## config.mk

```make
export PLATFORM = sky130hd
export DESIGN_NAME = serdes_rx_top
export DESIGN_NICKNAME = d
export VERILOG_FILES = /design/src/hw/serdes_rx_pkg.sv /design/src/hw/serdes_rx_top.sv /design/src/hw/rx_word_capture.sv /design/src/hw/phase_align_monitor.sv /design/src/hw/bit_deserializer.sv
export SDC_FILE = /design/constraint.sdc
export NUM_CORES = 1
export LEC_CHECK = 0
export ABC_AREA = 1
export CORE_ASPECT_RATIO = 0.75
export CORE_UTILIZATION = 53
export DETAILED_ROUTE_END_ITERATION = 12
export DONT_BUFFER_PORTS = 1
export PLACE_DENSITY_LB_ADDON = 0.08
export SLEW_MARGIN = 30
export SYNTH_ARGS = -nofsm -noshare
export SYNTH_HDL_FRONTEND = slang
export SYNTH_HIERARCHICAL = 1
export SYNTH_SLANG_ARGS = --single-unit
```

## constraint.sdc

```tcl
create_clock -name fabric_clk_div -period 1.4 [get_ports fabric_clk_div]
set_input_delay 0.14 -clock fabric_clk_div [delete_from_list [all_inputs] [get_ports fabric_clk_div]]
set_output_delay 0.14 -clock fabric_clk_div [all_outputs]
set_load 0.02 [all_outputs]
```

## src/hw/serdes_rx_pkg.sv

```systemverilog
/*
 * Shared constants and types for the serial receive path
 * TRAIN_PATTERN must have no rotational symmetry or slipped words can match
 * Counter widths follow from the constants above them
 */
`default_nettype none

package serdes_rx_pkg;

    // ****************************************
    // Link constants
    // ****************************************
    localparam int WORD_WIDTH   = 4;                         // Bits per word
    localparam int LOCK_WAIT    = 255;                       // Settle wait after reset
    localparam int LOCK_MATCHES = 4;                         // Matches needed for lock

    localparam logic [WORD_WIDTH-1:0] TRAIN_PATTERN = 4'b1000;  // Single bit set

    // Derived widths
    localparam int BIT_CNT_W   = $clog2(WORD_WIDTH);         // Kept-bit counter
    localparam int WAIT_CNT_W  = $clog2(LOCK_WAIT + 1);      // Saturating wait counter
    localparam int MATCH_CNT_W = $clog2(LOCK_MATCHES + 1);   // Consecutive match counter

    // Alignment monitor states
    typedef enum logic [1:0] {
        SEARCH,  // Waiting for first training word
        CHECK,   // Counting consecutive matches
        LOCKED   // Sticky until reset
    } align_state_e;

endpackage

`default_nettype wire
```

## src/hw/serdes_rx_top.sv

```systemverilog
/*
 * Receive side of the serial link, bit clock is fabric_clk_div itself
 * Bitslip stays an external control; no automatic boundary search
 * Latency from last bit at data_i to data_o is 2 cycles while ready
 */
`timescale 1ns/1ps
`default_nettype none

module serdes_rx_top (
    input  wire                                  fabric_clk_div,  // Bit clock
    input  wire                                  reset_buf_n,     // Async, active low
    input  wire                                  enable_n,        // Active-low enable
    input  wire                                  data_i,          // Serial data
    input  wire                                  bitslip_ctrl_n,  // Active-low slip
    output logic [serdes_rx_pkg::WORD_WIDTH-1:0] data_o,          // Aligned word out
    output logic                                 ready            // Wait done and locked
);
    import serdes_rx_pkg::*;

    logic [WORD_WIDTH-1:0] word;        // Deserializer to monitor and capture
    logic                  word_valid;
    logic                  dpa_lock;    // Monitor to capture

    bit_deserializer u_deser (
        .fabric_clk_div (fabric_clk_div),
        .reset_buf_n    (reset_buf_n),
        .enable_n       (enable_n),
        .data_i         (data_i),
        .bitslip_ctrl_n (bitslip_ctrl_n),
        .word           (word),
        .word_valid     (word_valid)
    );

    phase_align_monitor u_align (
        .fabric_clk_div (fabric_clk_div),
        .reset_buf_n    (reset_buf_n),
        .word           (word),
        .word_valid     (word_valid),
        .dpa_lock       (dpa_lock)
    );

    rx_word_capture u_capture (
        .fabric_clk_div (fabric_clk_div),
        .reset_buf_n    (reset_buf_n),
        .word           (word),
        .word_valid     (word_valid),
        .dpa_lock       (dpa_lock),
        .data_o         (data_o),
        .ready          (ready)
    );

endmodule

`default_nettype wire

```

## src/hw/rx_word_capture.sv

```systemverilog
/*
 * Power-up wait, ready generation and output word register
 * ready needs both the saturated wait count and dpa_lock, one cycle late
 * No back-pressure; words arriving while ready is low are dropped
 */
`timescale 1ns/1ps
`default_nettype none

module rx_word_capture (
    input  wire                                  fabric_clk_div,  // Bit clock
    input  wire                                  reset_buf_n,     // Async, active low
    input  wire  [serdes_rx_pkg::WORD_WIDTH-1:0] word,            // Deserialized word
    input  wire                                  word_valid,      // New word strobe
    input  wire                                  dpa_lock,        // From alignment monitor
    output logic [serdes_rx_pkg::WORD_WIDTH-1:0] data_o,          // Captured word
    output logic                                 ready            // Link usable
);
    import serdes_rx_pkg::*;

    logic [WAIT_CNT_W-1:0] wait_cnt;   // Cycles since reset release
    logic                  wait_done;

    assign wait_done = (wait_cnt == WAIT_CNT_W'(LOCK_WAIT));

    // ****************************************
    // Settle wait and ready
    // ****************************************
    always_ff @(posedge fabric_clk_div or negedge reset_buf_n) begin
        if (!reset_buf_n) begin
            wait_cnt <= '0;
        end else if (!wait_done) begin
            wait_cnt <= wait_cnt + 1'b1;              // Saturates at LOCK_WAIT
        end
    end

    always_ff @(posedge fabric_clk_div or negedge reset_buf_n) begin
        if (!reset_buf_n) begin
            ready <= 1'b0;
        end else begin
            ready <= wait_done && dpa_lock;
        end
    end

    // Capture register, loads only while ready
    always_ff @(posedge fabric_clk_div or negedge reset_buf_n) begin
        if (!reset_buf_n) begin
            data_o <= '0;
        end else if (word_valid && ready) begin
            data_o <= word;
        end
    end

endmodule

`default_nettype wire

```

## src/hw/phase_align_monitor.sv

```systemverilog
/*
 * Declares lock after LOCK_MATCHES consecutive TRAIN_PATTERN words
 * Lock is sticky until reset; no loss-of-lock detection
 * Only words flagged by word_valid are compared
 */
`timescale 1ns/1ps
`default_nettype none

module phase_align_monitor (
    input  wire                                  fabric_clk_div,  // Bit clock
    input  wire                                  reset_buf_n,     // Async, active low
    input  wire  [serdes_rx_pkg::WORD_WIDTH-1:0] word,            // Deserialized word
    input  wire                                  word_valid,      // New word strobe
    output logic                                 dpa_lock         // Registered lock flag
);
    import serdes_rx_pkg::*;

    align_state_e           state;
    align_state_e           state_nxt;
    logic [MATCH_CNT_W-1:0] match_cnt;      // Consecutive matches seen
    logic [MATCH_CNT_W-1:0] match_cnt_nxt;
    logic                   is_match;

    assign is_match = word_valid && (word == TRAIN_PATTERN);

    // ****************************************
    // Next-state logic
    // ****************************************
    always_comb begin
        state_nxt     = state;
        match_cnt_nxt = match_cnt;
        case (state)
            SEARCH: begin
                if (is_match) begin
                    match_cnt_nxt = MATCH_CNT_W'(1);  // First match counts
                    state_nxt     = (LOCK_MATCHES == 1) ? LOCKED : CHECK;
                end
            end
            CHECK: begin
                if (is_match) begin
                    match_cnt_nxt = match_cnt + 1'b1;
                    if (match_cnt_nxt == MATCH_CNT_W'(LOCK_MATCHES)) begin
                        state_nxt = LOCKED;
                    end
                end else if (word_valid) begin
                    match_cnt_nxt = '0;            // Run broken, start over
                    state_nxt     = SEARCH;
                end
            end
            LOCKED: begin
                state_nxt = LOCKED;                // Sticky
            end
            default: begin
                state_nxt     = SEARCH;
                match_cnt_nxt = '0;
            end
        endcase
    end

    always_ff @(posedge fabric_clk_div or negedge reset_buf_n) begin
        if (!reset_buf_n) begin
            state     <= SEARCH;
            match_cnt <= '0;
            dpa_lock  <= 1'b0;
        end else begin
            state     <= state_nxt;
            match_cnt <= match_cnt_nxt;
            dpa_lock  <= (state_nxt == LOCKED);    // Rises with LOCKED
        end
    end

endmodule

`default_nettype wire

```

## src/hw/bit_deserializer.sv

```systemverilog
/*
 * Serial-to-parallel shifter, one bit per fabric_clk_div cycle
 * Earliest kept bit lands in the MSB of word
 * Each cycle with bitslip_ctrl_n low drops its bit, moving the boundary one bit later
 * enable_n high forces zeros, which still count toward a word
 */
`timescale 1ns/1ps
`default_nettype none

module bit_deserializer (
    input  wire                                  fabric_clk_div,  // Bit clock
    input  wire                                  reset_buf_n,     // Async, active low
    input  wire                                  enable_n,        // Active-low input enable
    input  wire                                  data_i,          // Serial input bit
    input  wire                                  bitslip_ctrl_n,  // Low drops this bit
    output logic [serdes_rx_pkg::WORD_WIDTH-1:0] word,            // Last completed word
    output logic                                 word_valid       // One-cycle strobe
);
    import serdes_rx_pkg::*;

    logic                  bit_in;     // Gated serial bit
    logic                  keep_bit;   // Bit enters the shifter this cycle
    logic                  last_bit;   // Completes a word
    logic [WORD_WIDTH-1:0] word_next;  // Shifter contents plus incoming bit
    logic [WORD_WIDTH-2:0] shift_q;    // Bits of the word in progress
    logic [BIT_CNT_W-1:0]  bit_cnt;    // Kept bits so far in this word

    // ****************************************
    // Input gating
    // ****************************************
    assign bit_in    = enable_n ? 1'b0 : data_i;  // Disabled input reads as zero
    assign keep_bit  = bitslip_ctrl_n;            // Slip cycle discards the bit
    assign last_bit  = keep_bit && (bit_cnt == BIT_CNT_W'(WORD_WIDTH - 1));
    assign word_next = {shift_q, bit_in};         // MSB-first append

    // Shifter holds payload only
    always_ff @(posedge fabric_clk_div) begin
        if (keep_bit) begin
            shift_q <= word_next[WORD_WIDTH-2:0];
        end
    end

    // Kept-bit counter, frozen on slip
    always_ff @(posedge fabric_clk_div or negedge reset_buf_n) begin
        if (!reset_buf_n) begin
            bit_cnt <= '0;                        // Next kept bit starts word 0
        end else if (keep_bit) begin
            bit_cnt <= last_bit ? '0 : bit_cnt + 1'b1;
        end
    end

    // ****************************************
    // Word output
    // ****************************************
    always_ff @(posedge fabric_clk_div or negedge reset_buf_n) begin
        if (!reset_buf_n) begin
            word_valid <= 1'b0;
        end else begin
            word_valid <= last_bit;               // Cycle after the last bit
        end
    end

    always_ff @(posedge fabric_clk_div) begin
        if (last_bit) begin
            word <= word_next;                    // Held until the next word
        end
    end

endmodule

`default_nettype wire

```

==> flow_summary.ini, run 1 <==
[run_status]
status = finished clean

[cts]
clock_sinks = 29
cts_resized = 0
root_buffer = clkbuf_4
cts_tree = built
cts_buffer_depth = 2
path_clk_slew_ns = 0.09
cts-buffers-inserted = 5
htreeDepth = 2
clock_latency_ns = 0.32

[yosys]
syn_avg_cell_area_sq_um = 8.973
synth_area_sq_um = 1310
synth.top_cell.area_share = 0.4202
synth.area.top_cells = dfrtp_1 (42%), edfxtp_1 (16%), nand2_1 (13%)
synth_seq_cells = 29
synth_seq_area_share = 0.5807
yosysWarnings = 6
synth_nets = 155
synth_area_leader_cell = dfrtp_1
netlist_instances = 146
ys_types = 18

[sta]
whs_ns = 0.04863
fin_crit_ns = 1.208
finalSetupTns_ns = 0
finalHoldViolCount = 0
tightest_slew_ns = 0.4855
clock.fmax_ghz = 0.8280
setup_viol = 0
slew_headroom = 0.6763
maxSlewViolCount = 0
rsz0062_at_grt = no
worst_clock_skew_ns = 0.008564
fin_ws_ns = 0.1923
fin_crit_sh = 0.8627

[placed_design]
dp_slack_ns = 0.2012
port_buffers = 0
gp_congestion = 0.8314
dpl.hpwl_microns = 1586
dp.cells = 180

[layout]
diodes = 0
syn2layout_area_growth_pct = 11.65
fin_nets = 166
seq_area_sq_um = 760.7
drive_gt1_frac = 0.1013
fin_cells = 192
multiInputGateArea_sq_um = 478.0
num-fill-cells = 201

[global_routing]
use_met2 = 0.2449
antenna_found_initial = 0
grt_max_degree = 23
use_met1 = 0.2581
grt.total_usage = 0.1918
overflow = 0
global_route.usage.met3 = 0.08309
grt-busiest-layer = met1
first_global_vias = 806
grt_pass1_wl_microns = 3456

[flow_run]
max_cap_viol_count = 0

[floorplan]
start_util = 0.5675
fp.dieW_microns = 59.41
placementRows = 15
core_area_sq_um = 2308
die_y_microns = 45.06
ios = 10
die-area_sq_um = 2676

[hold_path]
hold_class = in -> reg

[critical_path]
start_kind = register
critPathArrivalTime_ns = 1.43
ff2ff_setup_slack_ns = 0.19
cp_top_family = simple AND/OR/NAND/NOR gates
path_cells = ha_1, nand2_2, nor2_4, nand2_4, nand2_1, nand2_1
critPathBufInv = 0
cp-end-kind = register
slowest_delay_ns = 0.39
cp_max_fo = 8
crit_type = reg -> reg
cp_data_required_time_ns = 1.62
cpMaxStageDelayCell = dfrtp_1
cpMostUsedCell = nand2_1

[power]
ir_worst_vdd_v = 0.0006642
p_int_uw = 1373
p_switching_uw = 428.3
cellPowerDensity_nw_per_um2 = 1231
seq_power_share = 0.555
p_sw_frac = 0.2378
clkPwrFrac = 0.355
pwr-share-comb = 0.090
total_leakage_power_uw = 0.0007514

[detailed_routing]
drt_wl_total_microns = 2128
drtIter0Drc = 56
ant_nets = 0
route.detailed.drc = 0
drt-pass1-iter-count = 4
vias_per_cell = 4.969
dr_total_vias = 954
routedWlPerCell_microns = 11.08
## timing repair
| action | CTS | global route |
|---|---|---|
| setup buffers | 0 | 0 |
| setup endpoints to repair | 0 | 0 |
| hold endpoints to repair | 30 | 22 |
| hold buffers | 3 | 1 |
## synthesized netlist by cell type (all sizes together)
library cell and instances:
nand2 49, dfrtp 22, nand3 20, inv 19
nor2 16, edfxtp 7, o21ai 5, ha 4
nand4 2, nand3b 1, xnor2 1
## cell type report
cell class / count / area share
Tap cell: 34 / 0.02908
Timing Repair Buffer: 4 / 0.02395
Clock inverter: 2 / 0.02310
Multi-Input combinational cell: 98 / 0.3268
Inverter: 19 / 0.04876
Sequential cell: 29 / 0.5201
Clock buffer: 6 / 0.02823
## path summary, 6_finish.rpt
check                                        end  cells past startpoint             startpoint
max                        u_capture/wait_cnt[1]                      6  u_capture/wait_cnt[0]
min                           u_deser/shift_q[0]                      2                 data_i
max reg2reg                u_capture/wait_cnt[1]                      6  u_capture/wait_cnt[0]
min reg2reg                      u_deser/word[3]                      0     u_deser/shift_q[2]
max in group asynchronous    u_capture/data_o[1]                      2            reset_buf_n
min in group asynchronous   u_align/match_cnt[0]                      2            reset_buf_n
## power groups by stage
stage	sequential (uW)	combinational, uW	clock [uW]
detailed placement	1020	144	0
global route	1010	195	703
floorplan	1000	115	0
finish	999	162	639
CTS	1000	165	667
global placement	1010	130	0
## through the flow
stage,power (uW),util,cell area [sq um]
floorplan,1115,-,1310
global placement,1143,0.5859,1353
detailed placement,1162,0.5859,1353
CTS,1833,0.6314,1458
global route,1905,0.6336,1463
finish,1801,0.6336,1463
## per-layer routing
metal	vias up	share of wire
met2	26	0.40
met3	5	0.058
met1	436	0.53
met4	0	0.016
met5	-	0
li1	487	-
## cell families (layout without fill, tap and decap cells)
group,count (synthesis),after routing,share of synthesized area
and+or+nand+nor,88,88,0.3009
DFF,29,29,0.5807
buffers and inverters,19,31,0.05444
AOI/OAI and AO/OA,5,5,0.01910
adders and majority gates,4,4,0.03821
xor gates and xnor gates,1,1,0.006687
## registers in the layout (all words and copies together), names as in the netlist, 2 cells and up
register,count
u_deser/shift_q,3
u_align/match_cnt,3
u_align/state,2
u_deser/word,4
u_capture/wait_cnt,8
u_capture/data_o,4
u_deser/bit_cnt,2
## placed cells by master (no fill, tap or decap)
master         instances
edfxtp_1               7
clkbuf_1               1
nor2_1                12
nand4_1                2
o21ai_0                3
nor2_2                 3
nand2_2                1
clkinv_1               1
o21ai_1                2
ha_1                   4
dfrtp_1               22
inv_1                 17
buf_2                  1
clkbuf_4               5
xnor2_1                1
inv_2                  2
nor2_4                 1
nand3_1               19
bufinv_16              1
nand2_1               47
nand3_2                1
dlygate4sd3_1          3
nand2_4                1
nand3b_1               1
Power figures use the tool's default switching activity.
==> run 2, diff against run 1 <==
Settings changed: CORE_UTILIZATION 53 to 30.
==> flow_summary.ini, run 2 (synthesized netlist as in run 1, its figures left out) <==
[cts]
path_clk_slew_ns = 0.06
clock_latency_ns = 0.27
cts_tree = built
cts_buffer_depth = 2
root_buffer = clkbuf_8
cts_setup_buffers = 0
cts-buffers-inserted = 5
htreeDepth = 2
clock_sinks = 29

[power]
clkPwrFrac = 0.350
seq_power_share = 0.563
power_uw = 1783
ir_worst_vdd_v = 0.0004694
p_int_uw = 1332
cellPowerDensity_nw_per_um2 = 1195
p_switching_uw = 450.7
p_sw_frac = 0.2528
pwr-share-comb = 0.087
total_leakage_power_uw = 0.0007558

[detailed_routing]
dr_total_vias = 917
ant_nets = 0
routedWlPerCell_microns = 10.64
route.detailed.drc = 0
drt-pass1-iter-count = 4
drt_wl_total_microns = 2267
vias_per_cell = 4.305
drtIter0Drc = 43

[critical_path]
start_kind = register
path_cells = ha_1, nand2_2, nor2_4, nand2_4, nand2_1, nand2_1
reg2reg_depth = 6
cpMostUsedCell = nand2_1
critPathArrivalTime_ns = 1.40
ff2ff_setup_slack_ns = 0.16
cp_data_required_time_ns = 1.56
cp-end-kind = register
critPathBufInv = 0
cp_top_family = simple AND/OR/NAND/NOR gates
cp_max_fo = 8
slowest_delay_ns = 0.39
cpMaxStageDelayCell = dfrtp_1
crit_type = reg -> reg
worst-path-stages = 6

[floorplan]
core_area_sq_um = 4129
ios = 10
fp.dieW_microns = 78.31
start_util = 0.3173
placementRows = 20
die-area_sq_um = 4638
die_y_microns = 59.23

[sta]
finalSetupTns_ns = 0
fin_crit_ns = 1.238
fin_crit_sh = 0.8842
setup_viol = 0
worst_clock_skew_ns = 0.004553
slew_headroom = 0.6665
tightest_slew_ns = 0.5003
finalHoldViolCount = 0
rsz0062_at_grt = no
clock.fmax_ghz = 0.8078
maxSlewViolCount = 0
fin_ws_ns = 0.1621

[global_routing]
grt_pass1_wl_microns = 3967
overflow = 0
grt_max_degree = 23
antenna_found_initial = 0
first_global_vias = 872
grt.total_usage = 0.1173

[layout]
layout_common_cells = nand2_1 (47), dfrtp_1 (22), nand3_1 (19), inv_1 (17), nor2_1 (12)
top_register = u_capture/wait_cnt
fin_nets = 166
fin_cells = 213
diodes = 0
syn2layout_area_growth_pct = 13.94
num-fill-cells = 423
layout_commonest_cell = nand2_1
largest_reg_flops = 8
drive_gt1_frac = 0.1076
reg.largest.list = u_capture/wait_cnt: 8 flops, u_capture/data_o: 4 flops, u_deser/word: 4 flops

[placed_design]
dp.cells = 202
gp_congestion = 0.7122
port_buffers = 0
dpl.hpwl_microns = 1743
dp_slack_ns = 0.1821

[hold_path]
holdPathStages = 2
hold_class = in -> reg

[run_status]
status = finished clean

[flow_run]
max_cap_viol_count = 0
run 2: worst paths after layout:
kind	from	to
max reg2reg	u_capture/wait_cnt[1]	u_capture/wait_cnt[0]
min in group asynchronous	reset_buf_n	u_deser/bit_cnt[1]
max in group asynchronous	reset_buf_n	u_capture/data_o[0]
min reg2reg	u_deser/shift_q[2]	u_deser/word[3]
max	u_capture/wait_cnt[1]	u_capture/wait_cnt[0]
min	bitslip_ctrl_n	u_deser/word_valid
run 2: power groups by stage:
stage	sequential (uW)	combinational (uW)	clock, uW
after floorplan	1000	115	0
after detailed placement	1020	138	0
after CTS	1000	158	647
after global routing	1010	187	704
final	1000	154	624
after global placement	1020	130	0
run 2: per-layer routing:
metal,GRT usage,share of wire,up-vias
met5,0,0,-
met4,0.04762,0.0071,0
met3,0.05231,0.059,2
met2,0.1579,0.39,16
met1,0.1628,0.55,415
li1,-,-,484
run 2: final cells by class:
class / instances / area [sq um] / area share
multi-input combinational: 98 / 478.0 / 0.3202
clock buffer: 5 / 68.82 / 0.04610
clock inverter: 3 / 12.51 / 0.008382
sequential: 29 / 760.7 / 0.5096
tap: 55 / 68.82 / 0.04610
inverter: 19 / 71.32 / 0.04778
timing repair buffer: 4 / 32.53 / 0.02179
run 2: worst reg2reg max path, delay by kind of cell, from the launching register on:
family        cells  cell delay (ns)
fa+ha+maj         1             0.24
simple gates      5             0.50
flops             1             0.39
run 2: repair_timing:
action	in CTS	in global routing
gates resized for setup	0	0
hold endpoints to repair	27	22
hold buffers	2	1
run 2: stage by stage:
stage	util	hold WS (ns)	cell area, sq um
floorplan	-	-0.1556	1310
global placement	0.3358	-0.1550	1386
detailed placement	0.3358	-0.1549	1386
CTS	0.3603	0.07324	1488
global route	0.3615	0.06526	1493
finish	0.3615	0.07450	1493
